<file path="src/verilog/fpu_issue_pkg.sv">
/* Core-side view of the FP unit: operator encoding and the issue request.
   Imported by the decoder and by the top level for its port types. */

package fpu_issue_pkg;

    // ------------------------------------------------------------------------
    // Widths
    // ------------------------------------------------------------------------
    localparam int unsigned FLEN     = 32;  // FP32 only
    localparam int unsigned TAG_BITS = 4;   // Transaction id width

    // ------------------------------------------------------------------------
    // Core operator, as seen by the issue stage
    // ------------------------------------------------------------------------
    typedef enum logic [2:0] {
        FSGNJ    = 3'd0,  // Sign injection, variant in rm
        FMV_F2X  = 3'd1,  // FPR to GPR move
        FMV_X2F  = 3'd2,  // GPR to FPR move
        FMIN_MAX = 3'd3,  // Min or max, variant in rm
        FCMP     = 3'd4,  // Compare, variant in rm
        FCLASS   = 3'd5   // Classify
    } fu_op_e;

    // Issue request
    // rm carries the sub-operation for the non-computational ops
    typedef struct packed {
        fu_op_e              op;
        logic [2:0]          rm;
        logic [FLEN-1:0]     operand_a;
        logic [FLEN-1:0]     operand_b;
        logic [TAG_BITS-1:0] tag;
    } issue_req_t;

endpackage

</file>
<file path="src/verilog/fpu_unit_pkg.sv">
/* Unit-side types: operation, operand class, unit request and status flags.
   Shared by the decoder, the hold buffer and the non-computational unit. */

package fpu_unit_pkg;

    // ------------------------------------------------------------------------
    // Unit operation
    // ------------------------------------------------------------------------
    typedef enum logic [1:0] {
        SGNJ     = 2'd0,  // Sign injection and moves
        MINMAX   = 2'd1,
        CMP      = 2'd2,
        CLASSIFY = 2'd3
    } unit_op_e;

    // Operand class, computed once in the decoder
    typedef struct packed {
        logic sign;
        logic is_zero;
        logic is_inf;
        logic is_subnormal;
        logic is_nan;
        logic is_snan;      // Signaling NaN, subset of is_nan
    } fp_class_t;

    // Request as it enters the unit
    typedef struct packed {
        unit_op_e                          op;
        logic [1:0]                        op_sel;  // Variant within op
        logic [fpu_issue_pkg::FLEN-1:0]     operand_a;
        logic [fpu_issue_pkg::FLEN-1:0]     operand_b;
        fp_class_t                         class_a;
        fp_class_t                         class_b;
        logic [fpu_issue_pkg::TAG_BITS-1:0] tag;
    } unit_req_t;

    // IEEE status flags, RISC-V fflags order
    typedef struct packed {
        logic nv;  // Invalid
        logic dz;  // Divide by zero
        logic of;  // Overflow
        logic uf;  // Underflow
        logic nx;  // Inexact
    } status_t;

    // ------------------------------------------------------------------------
    // Constants
    // ------------------------------------------------------------------------
    localparam logic [31:0] CANONICAL_NAN       = 32'h7FC0_0000;
    localparam int unsigned PIPE_STAGES_DEFAULT = 2;

endpackage

</file>
<file path="src/verilog/fpu_decoder.sv">
/* Combinational decode of an issue request into a unit request.
   Maps operator and rm to op/op_sel and classifies both operands. */

`timescale 1ns/1ps

module fpu_decoder (
    input  fpu_issue_pkg::issue_req_t req_i,
    output fpu_unit_pkg::unit_req_t   unit_req_o
);

    import fpu_issue_pkg::*;
    import fpu_unit_pkg::*;

    // ------------------------------------------------------------------------
    // Operand classification
    // ------------------------------------------------------------------------
    function automatic fp_class_t classify(input logic [FLEN-1:0] value);
        logic [7:0]  exponent;
        logic [22:0] mantissa;
        logic        exp_ones;
        logic        exp_zero;
        fp_class_t   cls;
        exponent = value[30:23];
        mantissa = value[22:0];
        exp_ones = &exponent;
        exp_zero = ~|exponent;
        cls.sign         = value[FLEN-1];
        cls.is_zero      = exp_zero && (mantissa == '0);
        cls.is_subnormal = exp_zero && (mantissa != '0);
        cls.is_inf       = exp_ones && (mantissa == '0);
        cls.is_nan       = exp_ones && (mantissa != '0);
        cls.is_snan      = cls.is_nan && !mantissa[22];  // Quiet bit clear
        return cls;
    endfunction

    // ------------------------------------------------------------------------
    // Operator translation
    // ------------------------------------------------------------------------
    always_comb begin : translate
        // Defaults: sign injection, variant straight from rm
        unit_req_o.op        = SGNJ;
        unit_req_o.op_sel    = req_i.rm[1:0];
        unit_req_o.operand_a = req_i.operand_a;
        unit_req_o.operand_b = req_i.operand_b;
        unit_req_o.class_a   = classify(req_i.operand_a);
        unit_req_o.class_b   = classify(req_i.operand_b);
        unit_req_o.tag       = req_i.tag;

        case (req_i.op)
            FSGNJ: begin
                unit_req_o.op = SGNJ;  // 0 plain, 1 negated, 2 xored
            end
            // Moves need no recoding, pass operand A through
            FMV_F2X, FMV_X2F: begin
                unit_req_o.op     = SGNJ;
                unit_req_o.op_sel = 2'd3;
            end
            FMIN_MAX: begin
                unit_req_o.op = MINMAX;  // 0 min, 1 max
            end
            FCMP: begin
                unit_req_o.op = CMP;     // 0 le, 1 lt, 2 eq
            end
            FCLASS: begin
                unit_req_o.op = CLASSIFY;
            end
            default: begin
                // Unused encodings behave as a plain move
                unit_req_o.op     = SGNJ;
                unit_req_o.op_sel = 2'd3;
            end
        endcase
    end

endmodule

</file>
<file path="src/verilog/fpu_hold_buffer.sv">
/* Protocol inversion between issue and unit. A request that meets a busy
   unit is latched and replayed while the issue side sees ready low. */

`timescale 1ns/1ps

module fpu_hold_buffer (
    input  logic                    clk_i,
    input  logic                    rst_ni,
    input  logic                    flush_i,
    input  logic                    valid_i,
    output logic                    ready_o,
    input  fpu_unit_pkg::unit_req_t req_i,
    output logic                    unit_valid_o,
    input  logic                    unit_ready_i,
    output fpu_unit_pkg::unit_req_t unit_req_o
);

    import fpu_unit_pkg::*;

    typedef enum logic {READY, STALL} state_e;

    state_e    state_q, state_d;
    logic      hold_inputs;  // Load the hold register
    logic      use_hold;     // Unit sees the held request
    unit_req_t hold_q;

    // ------------------------------------------------------------------------
    // READY/STALL FSM
    // ------------------------------------------------------------------------
    always_comb begin : fsm
        ready_o      = 1'b0;
        unit_valid_o = 1'b0;
        hold_inputs  = 1'b0;
        use_hold     = 1'b0;
        state_d      = state_q;

        case (state_q)
            READY: begin
                ready_o      = 1'b1;     // Looks ready to issue
                unit_valid_o = valid_i;  // Live request straight through
                if (valid_i && !unit_ready_i) begin
                    ready_o     = 1'b0;  // Not accepted this cycle
                    hold_inputs = 1'b1;
                    state_d     = STALL;
                end
            end
            STALL: begin
                unit_valid_o = 1'b1;
                use_hold     = 1'b1;
                // Token back to issue once the unit takes the held request
                if (unit_ready_i) begin
                    ready_o = 1'b1;
                    state_d = READY;
                end
            end
            default: state_d = READY;
        endcase

        // Flush drops the held request and blocks this cycle's transfer
        if (flush_i) begin
            ready_o      = 1'b0;
            unit_valid_o = 1'b0;
            hold_inputs  = 1'b0;
            state_d      = READY;
        end
    end

    always_ff @(posedge clk_i or negedge rst_ni) begin : state_reg
        if (!rst_ni) begin
            state_q <= READY;
        end else begin
            state_q <= state_d;
        end
    end

    always_ff @(posedge clk_i) begin : hold_reg
        if (hold_inputs) begin
            hold_q <= req_i;
        end
    end

    assign unit_req_o = use_hold ? hold_q : req_i;  // Held or live request

endmodule

</file>
<file path="src/verilog/fpu_noncomp_unit.sv">
/* Non-computational FP32 operations: sign injection, min/max, compare and
   classify, followed by a valid-tagged pipeline that freezes on stall. */

`timescale 1ns/1ps

module fpu_noncomp_unit #(
    parameter int unsigned PIPE_STAGES = fpu_unit_pkg::PIPE_STAGES_DEFAULT
) (
    input  logic                               clk_i,
    input  logic                               rst_ni,
    input  logic                               flush_i,
    input  logic                               in_valid_i,
    output logic                               in_ready_o,
    input  fpu_unit_pkg::unit_req_t            req_i,
    output logic                               out_valid_o,
    input  logic                               out_ready_i,
    output logic [fpu_issue_pkg::FLEN-1:0]     result_o,
    output logic [fpu_issue_pkg::TAG_BITS-1:0] tag_o,
    output fpu_unit_pkg::status_t              status_o
);

    import fpu_issue_pkg::*;
    import fpu_unit_pkg::*;

    // One pipeline entry
    typedef struct packed {
        logic [FLEN-1:0]     result;
        logic [TAG_BITS-1:0] tag;
        status_t             status;
    } stage_t;

    logic [FLEN-1:0]        op_a, op_b;
    fp_class_t              cls_a, cls_b;
    logic                   a_lt_b;       // Sign-magnitude order, -0 < +0
    logic                   both_zero;
    logic                   any_nan, any_snan;
    logic [9:0]             class_mask;
    stage_t                 stage_d;
    logic [PIPE_STAGES-1:0] valid_q;
    stage_t                 data_q [PIPE_STAGES];
    logic                   advance;

    assign op_a  = req_i.operand_a;
    assign op_b  = req_i.operand_b;
    assign cls_a = req_i.class_a;
    assign cls_b = req_i.class_b;

    // ------------------------------------------------------------------------
    // Shared comparison terms
    // ------------------------------------------------------------------------
    always_comb begin : order
        if (cls_a.sign != cls_b.sign) begin
            a_lt_b = cls_a.sign;                     // Negative side is smaller
        end else if (cls_a.sign) begin
            a_lt_b = op_a[FLEN-2:0] > op_b[FLEN-2:0];  // Both negative
        end else begin
            a_lt_b = op_a[FLEN-2:0] < op_b[FLEN-2:0];
        end
    end

    assign both_zero = cls_a.is_zero && cls_b.is_zero;
    assign any_nan   = cls_a.is_nan || cls_b.is_nan;
    assign any_snan  = cls_a.is_snan || cls_b.is_snan;

    // RISC-V class mask of operand A
    assign class_mask[0] = cls_a.sign && cls_a.is_inf;
    assign class_mask[1] = cls_a.sign && !(cls_a.is_zero || cls_a.is_subnormal
                                           || cls_a.is_inf || cls_a.is_nan);
    assign class_mask[2] = cls_a.sign && cls_a.is_subnormal;
    assign class_mask[3] = cls_a.sign && cls_a.is_zero;
    assign class_mask[4] = !cls_a.sign && cls_a.is_zero;
    assign class_mask[5] = !cls_a.sign && cls_a.is_subnormal;
    assign class_mask[6] = !cls_a.sign && !(cls_a.is_zero || cls_a.is_subnormal
                                            || cls_a.is_inf || cls_a.is_nan);
    assign class_mask[7] = !cls_a.sign && cls_a.is_inf;
    assign class_mask[8] = cls_a.is_snan;
    assign class_mask[9] = cls_a.is_nan && !cls_a.is_snan;

    // ------------------------------------------------------------------------
    // Result and flags
    // ------------------------------------------------------------------------
    always_comb begin : compute
        stage_d.result = '0;
        stage_d.tag    = req_i.tag;
        stage_d.status = '0;  // Only NV can be raised here

        case (req_i.op)
            SGNJ: begin
                case (req_i.op_sel)
                    2'd0:    stage_d.result = {cls_b.sign, op_a[FLEN-2:0]};
                    2'd1:    stage_d.result = {~cls_b.sign, op_a[FLEN-2:0]};
                    2'd2:    stage_d.result = {cls_a.sign ^ cls_b.sign, op_a[FLEN-2:0]};
                    default: stage_d.result = op_a;  // Moves
                endcase
            end
            MINMAX: begin
                stage_d.status.nv = any_snan;
                if (cls_a.is_nan && cls_b.is_nan) begin
                    stage_d.result = CANONICAL_NAN;
                end else if (cls_a.is_nan) begin
                    stage_d.result = op_b;
                end else if (cls_b.is_nan) begin
                    stage_d.result = op_a;
                end else if (req_i.op_sel[0]) begin
                    stage_d.result = a_lt_b ? op_b : op_a;  // Max
                end else begin
                    stage_d.result = a_lt_b ? op_a : op_b;  // Min
                end
            end
            CMP: begin
                case (req_i.op_sel)
                    2'd0: begin  // le
                        stage_d.status.nv = any_nan;
                        stage_d.result[0] = !any_nan && (a_lt_b || op_a == op_b || both_zero);
                    end
                    2'd1: begin  // lt, +0 and -0 compare equal
                        stage_d.status.nv = any_nan;
                        stage_d.result[0] = !any_nan && a_lt_b && !both_zero;
                    end
                    2'd2: begin  // eq, quiet NaNs stay silent
                        stage_d.status.nv = any_snan;
                        stage_d.result[0] = !any_nan && (op_a == op_b || both_zero);
                    end
                    default: stage_d.result = '0;
                endcase
            end
            default: stage_d.result = {{(FLEN-10){1'b0}}, class_mask};  // CLASSIFY
        endcase
    end

    // ------------------------------------------------------------------------
    // Stallable pipeline
    // ------------------------------------------------------------------------
    assign advance    = !valid_q[PIPE_STAGES-1] || out_ready_i;  // Last stage free or leaving
    assign in_ready_o = advance;

    always_ff @(posedge clk_i or negedge rst_ni) begin : valid_regs
        if (!rst_ni) begin
            valid_q <= '0;
        end else if (flush_i) begin
            valid_q <= '0;  // Drop everything in flight
        end else if (advance) begin
            valid_q[0] <= in_valid_i;
            for (int i = 1; i < PIPE_STAGES; i++) begin
                valid_q[i] <= valid_q[i-1];
            end
        end
    end

    always_ff @(posedge clk_i) begin : data_regs
        if (advance) begin
            data_q[0] <= stage_d;
            for (int i = 1; i < PIPE_STAGES; i++) begin
                data_q[i] <= data_q[i-1];
            end
        end
    end

    assign out_valid_o = valid_q[PIPE_STAGES-1];
    assign result_o    = data_q[PIPE_STAGES-1].result;
    assign tag_o       = data_q[PIPE_STAGES-1].tag;
    assign status_o    = data_q[PIPE_STAGES-1].status;

endmodule

</file>
<file path="src/verilog/fpu_wrap.sv">
/* Top level of the non-computational FP wrapper: decoder, hold buffer and
   pipelined unit in a chain. PIPE_STAGES sets the unit latency. */

`timescale 1ns/1ps

module fpu_wrap #(
    parameter int unsigned PIPE_STAGES = fpu_unit_pkg::PIPE_STAGES_DEFAULT
) (
    input  logic                               clk_i,
    input  logic                               rst_ni,
    input  logic                               flush_i,
    input  logic                               valid_i,
    output logic                               ready_o,
    input  fpu_issue_pkg::issue_req_t          req_i,
    output logic                               valid_o,
    input  logic                               wb_ready_i,
    output logic [fpu_issue_pkg::FLEN-1:0]     result_o,
    output logic [fpu_issue_pkg::TAG_BITS-1:0] tag_o,
    output fpu_unit_pkg::status_t              status_o
);

    import fpu_unit_pkg::*;

    unit_req_t dec_req;      // Decoded live request
    unit_req_t unit_req;     // Live or held, toward the unit
    logic      unit_valid;
    logic      unit_ready;

    fpu_decoder fpu_decoder_inst (
        .req_i      (req_i),
        .unit_req_o (dec_req)
    );

    fpu_hold_buffer fpu_hold_buffer_inst (
        .clk_i        (clk_i),
        .rst_ni       (rst_ni),
        .flush_i      (flush_i),
        .valid_i      (valid_i),
        .ready_o      (ready_o),
        .req_i        (dec_req),
        .unit_valid_o (unit_valid),
        .unit_ready_i (unit_ready),
        .unit_req_o   (unit_req)
    );

    fpu_noncomp_unit #(
        .PIPE_STAGES (PIPE_STAGES)
    ) fpu_noncomp_unit_inst (
        .clk_i       (clk_i),
        .rst_ni      (rst_ni),
        .flush_i     (flush_i),
        .in_valid_i  (unit_valid),
        .in_ready_o  (unit_ready),
        .req_i       (unit_req),
        .out_valid_o (valid_o),
        .out_ready_i (wb_ready_i),  // Writeback back-pressure
        .result_o    (result_o),
        .tag_o       (tag_o),
        .status_o    (status_o)
    );

endmodule
</file>
<file path="config.mk">
export PLATFORM = sky130hd
export DESIGN_NAME = fpu_wrap
export DESIGN_NICKNAME = d
export VERILOG_FILES = /design/src/verilog/fpu_issue_pkg.sv /design/src/verilog/fpu_unit_pkg.sv /design/src/verilog/fpu_decoder.sv /design/src/verilog/fpu_hold_buffer.sv /design/src/verilog/fpu_noncomp_unit.sv /design/src/verilog/fpu_wrap.sv
export SDC_FILE = /design/constraint.sdc
export NUM_CORES = 1
export LEC_CHECK = 0
export BUFFER_PORTS_ARGS = -buffer_cell sky130_fd_sc_hd__buf_2
export CAP_MARGIN = 20
export CORE_ASPECT_RATIO = 1.75
export CORE_MARGIN = 3
export CORE_UTILIZATION = 40
export CTS_CLUSTER_SIZE = 24
export DETAILED_ROUTE_END_ITERATION = 12
export PLACE_DENSITY_LB_ADDON = 0.25
export SLEW_MARGIN = 5
export SYNTH_ARGS = -nofsm -noshare
export SYNTH_HDL_FRONTEND = slang
export SYNTH_SLANG_ARGS = --single-unit
</file>
<file path="constraint.sdc">
create_clock -name clk_i -period 12.25 [get_ports clk_i]
set_input_delay 2.45 -clock clk_i [delete_from_list [all_inputs] [get_ports clk_i]]
set_output_delay 2.45 -clock clk_i [all_outputs]
set_load 0.02 [all_outputs]
</file>
* Yosys cells after proc, flatten, opt, wreduce, memory -nomap -nowiden
Memories as Yosys holds them, arrays and structs flattened.
Index checks and enable logic that the tools add are counted.
** Word-level totals
- Bits in registers :: 87
- RAM bits :: 82
- Bits of input ports :: 79
- Output and inout bits :: 43
- Logic and storage cells :: 125
- Memories kept :: 1
** Memories
- fpu_noncomp_unit_inst.data_q :: words 2, width 41, read ports 2, clocked after Yosys merged registers in 0, wr ports 2, line fpu_noncomp_unit.sv:40 : stage_t data_q [PIPE_STAGES];
** Cells by class
- Order comparisons :: 2
- Eq/ne operators :: 9
- Multiplexer cells :: 31
- Bitwise gates (word level) :: 3
- Reduce and logical (&&, ||, !) cells :: 60
** Operator list (number)
- 32-bit 2-to-1 mux :: 6
- 32-bit one-hot mux with 3 select lines :: 2
- 84-bit 2-to-1 mux :: 1
- 23-bit logical NOT :: 2
- 23-bit nonzero test :: 2
- 32-bit equality test :: 1
- 31-bit greater-than comparator :: 1
- 31-bit < comparator :: 1
- 1-bit logical AND :: 26
- 8-bit AND reduction :: 2
- 8-bit OR reduction :: 2
- 1-bit 2-to-1 mux :: 12
- 1-bit logical NOT :: 11
- 1-bit one-hot mux with 2 select lines :: 5
- 1-bit logical OR :: 9
- 3-bit equality test, second input constant :: 2
- 2-bit 2-to-1 mux :: 3
- 2-bit one-hot mux with 3 select lines :: 1
- 2-bit by 1-bit equality test with 1-bit output, second input constant :: 2
- 2-bit equality test, second input constant :: 2
- 2-bit logical NOT :: 2
- 4-bit OR reduction :: 1
- 3-bit by 2-bit equality test with 1-bit output, second input constant :: 1
- 3-bit logical NOT :: 1
- other kinds (6) :: 7

* Logic depth before layout (Yosys ltp)
- Depth in word-level cells :: 13
- Gate-level depth with buffers :: 19
- Depth with buffers taken out :: 12

* By module
Synthesis repeated with hierarchy kept, for this count alone.
** Second synthesis, totals
- Cells, all modules :: 718
- Area total of the unflattened synthesis :: 9151.3 um2
** By module, submodules not included
- fpu_noncomp_unit :: instances 1, cells each 415, area an instance 4490.6 um2, seq. area each 2272.2 um2
- fpu_hold_buffer :: instances 1, cells each 184, area an instance 3802.4 um2, seq. area each 2547.4 um2
- fpu_decoder :: instances 1, cells each 119, area an instance 858.3 um2, seq. area each 0.0 um2

* Worst setup path after synthesis
OpenSTA, ideal clock, no wires.
- Path kind :: input port to flip-flop
- Start :: in wb_ready_i
- End :: reg fpu_hold_buffer_inst.hold_q[0] (netlist name), enable pin
- Library setup time :: 747 ps
- Data arrival time :: 12411 ps
- Required time :: 11503 ps
- Setup slack :: -908 ps
- Cell stages on the path :: 3
- Path buffers :: 1
- Cells stage by stage :: nand2b_1 clkbuf_1 nor4b_1
** On the way
- Longest elaborated chain between the ends :: 6
** Ends and longest elaborated chain
- start: declaration :: line fpu_wrap.sv:16 : input logic wb_ready_i,
- 1-bit logical OR :: line fpu_noncomp_unit.sv:134 : assign advance = !valid_q[PIPE_STAGES-1] || out_ready_i;
- 1-bit logical NOT :: line fpu_hold_buffer.sv:41 : if (valid_i && !unit_ready_i) begin
- 1-bit logical AND :: line fpu_hold_buffer.sv:41
- 1-bit 2-to-1 mux :: line fpu_hold_buffer.sv:41
- 1-bit 2-to-1 mux :: line fpu_hold_buffer.sv:37 : case (state_q)
- 1-bit 2-to-1 mux :: line fpu_hold_buffer.sv:60 : if (flush_i) begin
- via fpu_hold_buffer_inst.hold_inputs :: line fpu_hold_buffer.sv:23 : logic hold_inputs;
- end signal: assignment :: line fpu_hold_buffer.sv:78 : hold_q <= req_i;
- end: declaration :: line fpu_hold_buffer.sv:25 : unit_req_t hold_q;
The timed path passes the listed nets, and every way through them passes these cells.
A chain may end at the register's enable or synchronous reset.

* Worst setup path in the final report
- Start :: in wb_ready_i
- End :: out ready_o
** On the way
- Longest elaborated chain between the ends :: 6
- Elaborated cells on any way between the ends :: 7
- Classes of those cells :: mux: 4; reduce/logical: 3
** Ends and longest elaborated chain
- 1-bit logical OR (*) :: line fpu_noncomp_unit.sv:134
- 1-bit logical NOT :: line fpu_hold_buffer.sv:41
- 1-bit logical AND :: line fpu_hold_buffer.sv:41
- 1-bit 2-to-1 mux :: line fpu_hold_buffer.sv:41
- 1-bit one-hot mux with 2 select lines (*) :: line fpu_hold_buffer.sv:37
- 1-bit 2-to-1 mux (*) :: line fpu_hold_buffer.sv:60
- end: declaration :: line fpu_wrap.sv:13 : output logic ready_o,
Mark *: on every way between the ends. The rest lies on a longest branch, timed or not.

==> results.py <==
metrics = {
    "setup_path": {
        "cpPeakStageDelay_ps": 780,
        "path_delay_family": "buffers and inverters",
        "slowest_stage": "buf_4",
        "cp.buffers_inverters": 3,
        "critPathRequiredTime_ps": 9800,
        "critPathLaunchType": "input pin",
        "setup.worst_path.end_class": "output port",
        "crit_type": "input pin to output port",
        "worstPathCellList": "buf_2 -> nand2b_4 -> buf_4 -> nor2_1 -> nor2_1 -> buf_2",
        "critical_path_arrival_ps": 3800,
        "cp_max_fo": 80,
    },
    "logic_synthesis": {
        "ys_warn_count": 0,
        "syn_inst": 608,
        "synth_cell_types": 68,
        "seq_area_frac_synth": 0.582,
        "synthSimpleGateAreaFrac": 0.0841,
        "synth_compound_area_frac": 0.112,
        "synth_enable_flop_cells": 154,
        "synth_top_family_by_area": "compound AO/OA/AOI/OAI gates",
        "synthMuxAreaShare": 0.0966,
        "synthAdderAreaFrac": 0.0542,
        "ys.flop_type": "edfxtp_1",
        "syn_area_per_cell_sq_um": 13.3,
        "ys_seq_elements": 157,
        "synthXorXnorAreaFrac": 0.00418,
        "async_flop_share": 0.0191,
        "syn_area_sq_mm": 0.00808,
    },
    "finish": {
        "final_core_util": 0.467,
        "diodes": 0,
        "layout-drive-gt1-share": 0.291,
        "most-common-layout-cells": "edfxtp_1, buf_2, mux2i_1",
        "fillCellCount": 1775,
        "nNetsFinal": 802,
        "syn2layout_area_growth_pct": 14.6,
        "layout_commonest_cell": "edfxtp_1",
    },
    "grt": {
        "grt_max_degree": 81,
        "grt-ovfl-total": 0,
        "grt_pass1_vias": 5384,
        "grt.total_usage": 0.173,
        "grt_pass1_wl_microns": 29200,
        "antenna_found_initial": 0,
    },
    "cts": {
        "cts-hold-fix-buffers": 0,
        "htree_num_levels": 4,
        "cts-resized-gates": 0,
        "root_buffer": "clkbuf_16",
        "tritoncts": "built",
        "cts_buffers": 17,
        "insertion_delay_ps": 430,
        "clock_sinks": 157,
        "clkTransAtPathRegs_ps": 60,
        "clockBufferDepth": 2,
        "postCtsSetupBuffers": 0,
    },
    "timing": {
        "finClkSkew_ps": 6.51,
        "tns_ps": 0,
        "slew_headroom": 0.270,
        "min_period_ps": 6250,
        "hold_violations": 0,
        "slew_viol_final": 0,
        "grt_setup_unrepaired": "no",
        "worstMarginPinSlew_ps": 1090,
        "fmax_mhz": 160,
        "holdWs_ps": 417,
        "fin_crit_sh": 0.510,
        "setup_violations": 0,
    },
    "power_and_ir_drop": {
        "p_leak_nw": 3.50,
        "peakVddDrop_uv": 90.8,
        "p_per_area_mw_per_mm2": 151,
    },
    "route": {
        "vias_per_cell": 5.45,
        "dr.pass1.iters": 4,
        "drc": 0,
        "drtIter0Drc": 243,
        "wl_per_cell_microns": 19.7,
        "vias": 5155,
        "wirelength_microns": 18600,
        "detail-route-antenna-nets": 0,
    },
    "min_path": {
        "hold_class": "flop to flop",
    },
    "floorplanning": {
        "row_count": 68,
        "initial_core_util": 0.408,
        "dieArea_sq_mm": 0.0220,
        "fp.dieH_microns": 194,
        "ios": 122,
        "design.core.area_sq_mm": 0.0198,
        "die_w_microns": 113,
    },
    "run_status": {
        "status": "complete, no violations",
    },
    "place": {
        "gp_congestion": 0.862,
        "port_buffers": 116,
        "hpwl_microns": 13700,
    },
    "run": {
        "maxCapViolations": 0,
    },
}
==> synth_stat cells (2+ instances only) <==
cell type  number  area, sq um
o21ai_0        11         55.1
nor2b_1         3         18.8
nor4_1         16          100
buf_6           2         22.5
a21oi_1        22          110
dfrtp_1         3         75.1
o2bb2ai_1       2         17.5
o32ai_1         6         52.6
o221ai_1        2         17.5
mux2i_1        51          510
a211oi_1        3         22.5
nand3_1        11         55.1
clkbuf_1        7         26.3
o21a_1          5         37.5
buf_4          43          323
a211o_1         5         43.8
o311ai_0        3         26.3
o211ai_2        2         25.0
o21ai_1         9         45.0
a31oi_1         4         25.0
o221ai_2        9          135
edfxtp_1      154         4620
a221oi_2        2         30.0
ha_1           35          438
xnor2_1         2         17.5
a22oi_1         2         15.0
nor2_1         32          120
inv_1          33          124
nor3_1         11         55.1
a221o_1         3         30.0
nand4_1        12         75.1
nand2_1        25         93.8
o31ai_1         5         37.5
nand2b_1        8         50.1
mux2_2         24          270
buf_2           8         40.0
o211ai_1        2         15.0
==> worst reg2reg max path, cell delays in order, from the launching register on <==
cell      delay (ps)
dfrtp_4          810
buf_4            750
mux2i_1          440
inv_1             80
ha_1             320
a211oi_1         210
nor2_1            90
o31ai_2          370
a21oi_1          180
a211oi_2         280
o211ai_2         190
o21a_1           400
a21boi_4         800
o221ai_1         240
==> cells by family after synthesis <==
| family | count (synthesis) |
|---|---|
| AO/OA/AOI/OAI | 112 |
| other | 1 |
| adder cells (fa/ha/maj) | 35 |
| XOR/XNOR | 3 |
| multiplexers | 75 |
| flip-flops | 157 |
| buffers and inverters | 95 |
| AND/OR/NAND/NOR | 130 |
==> sequential cells by signal, indices dropped and copies added, names as in the netlist <==
signal                         count
fpu_noncomp_unit_inst.data_q      74
fpu_hold_buffer_inst.hold_q       80
fpu_noncomp_unit_inst.valid_q      2
fpu_hold_buffer_inst.state_q       1
==> where the power goes <==
group	internal, mW	switching, mW
sequential	0.636	0.0101
combinational	0.0626	0.114
clock	0.349	0.229
==> path summary, 6_finish.rpt <==
path	start	end	slack [ps]	cells past startpoint
max	wb_ready_i	ready_o	6000	6
min reg2reg	fpu_noncomp_unit_inst.data_q[0][12]	fpu_noncomp_unit_inst.data_q[0][53]	420	0
min	fpu_noncomp_unit_inst.data_q[0][12]	fpu_noncomp_unit_inst.data_q[0][53]	420	0
min in group asynchronous	rst_ni	fpu_noncomp_unit_inst.valid_q[1]	1810	1
max reg2reg	fpu_hold_buffer_inst.state_q	fpu_noncomp_unit_inst.data_q[0][37]	6820	13
max in group asynchronous	rst_ni	fpu_hold_buffer_inst.state_q	10320	1
==> through the flow <==
step	cell area, sq um	setup slack (ps)	std cells	total power [mW]
2_1_floorplan	8100	3650	611	0.795
3_3_place_gp	8610	5890	914	0.832
3_5_place_dp	8610	5870	914	0.836
4_1_cts	9260	5950	946	1.42
5_1_grt	9260	5740	946	1.46
6_report	9260	6000	946	1.40
==> routing by layer <==
| layer | vias to the layer above | track usage | part of all wire |
|---|---|---|---|
| met2 | 132 | 0.312 | 0.55 |
| met3 | 31 | 0.0340 | 0.037 |
| met4 | 0 | 0.0775 | 0.030 |
| met1 | 2507 | 0.193 | 0.39 |
| li1 | 2485 | - | - |
| met5 | - | 0 | 0 |
==> cell type report <==
type | instances | area (sq um) | area share
inverter | 34 | 128 | 0.0138
clock buffer | 17 | 425 | 0.0460
multi-input combinational | 359 | 2870 | 0.310
clock inverter | 15 | 221 | 0.0239
tap | 245 | 307 | 0.0331
timing repair buffer | 119 | 603 | 0.0651
sequential | 157 | 4700 | 0.508
(Power assumes the default switching activity.)
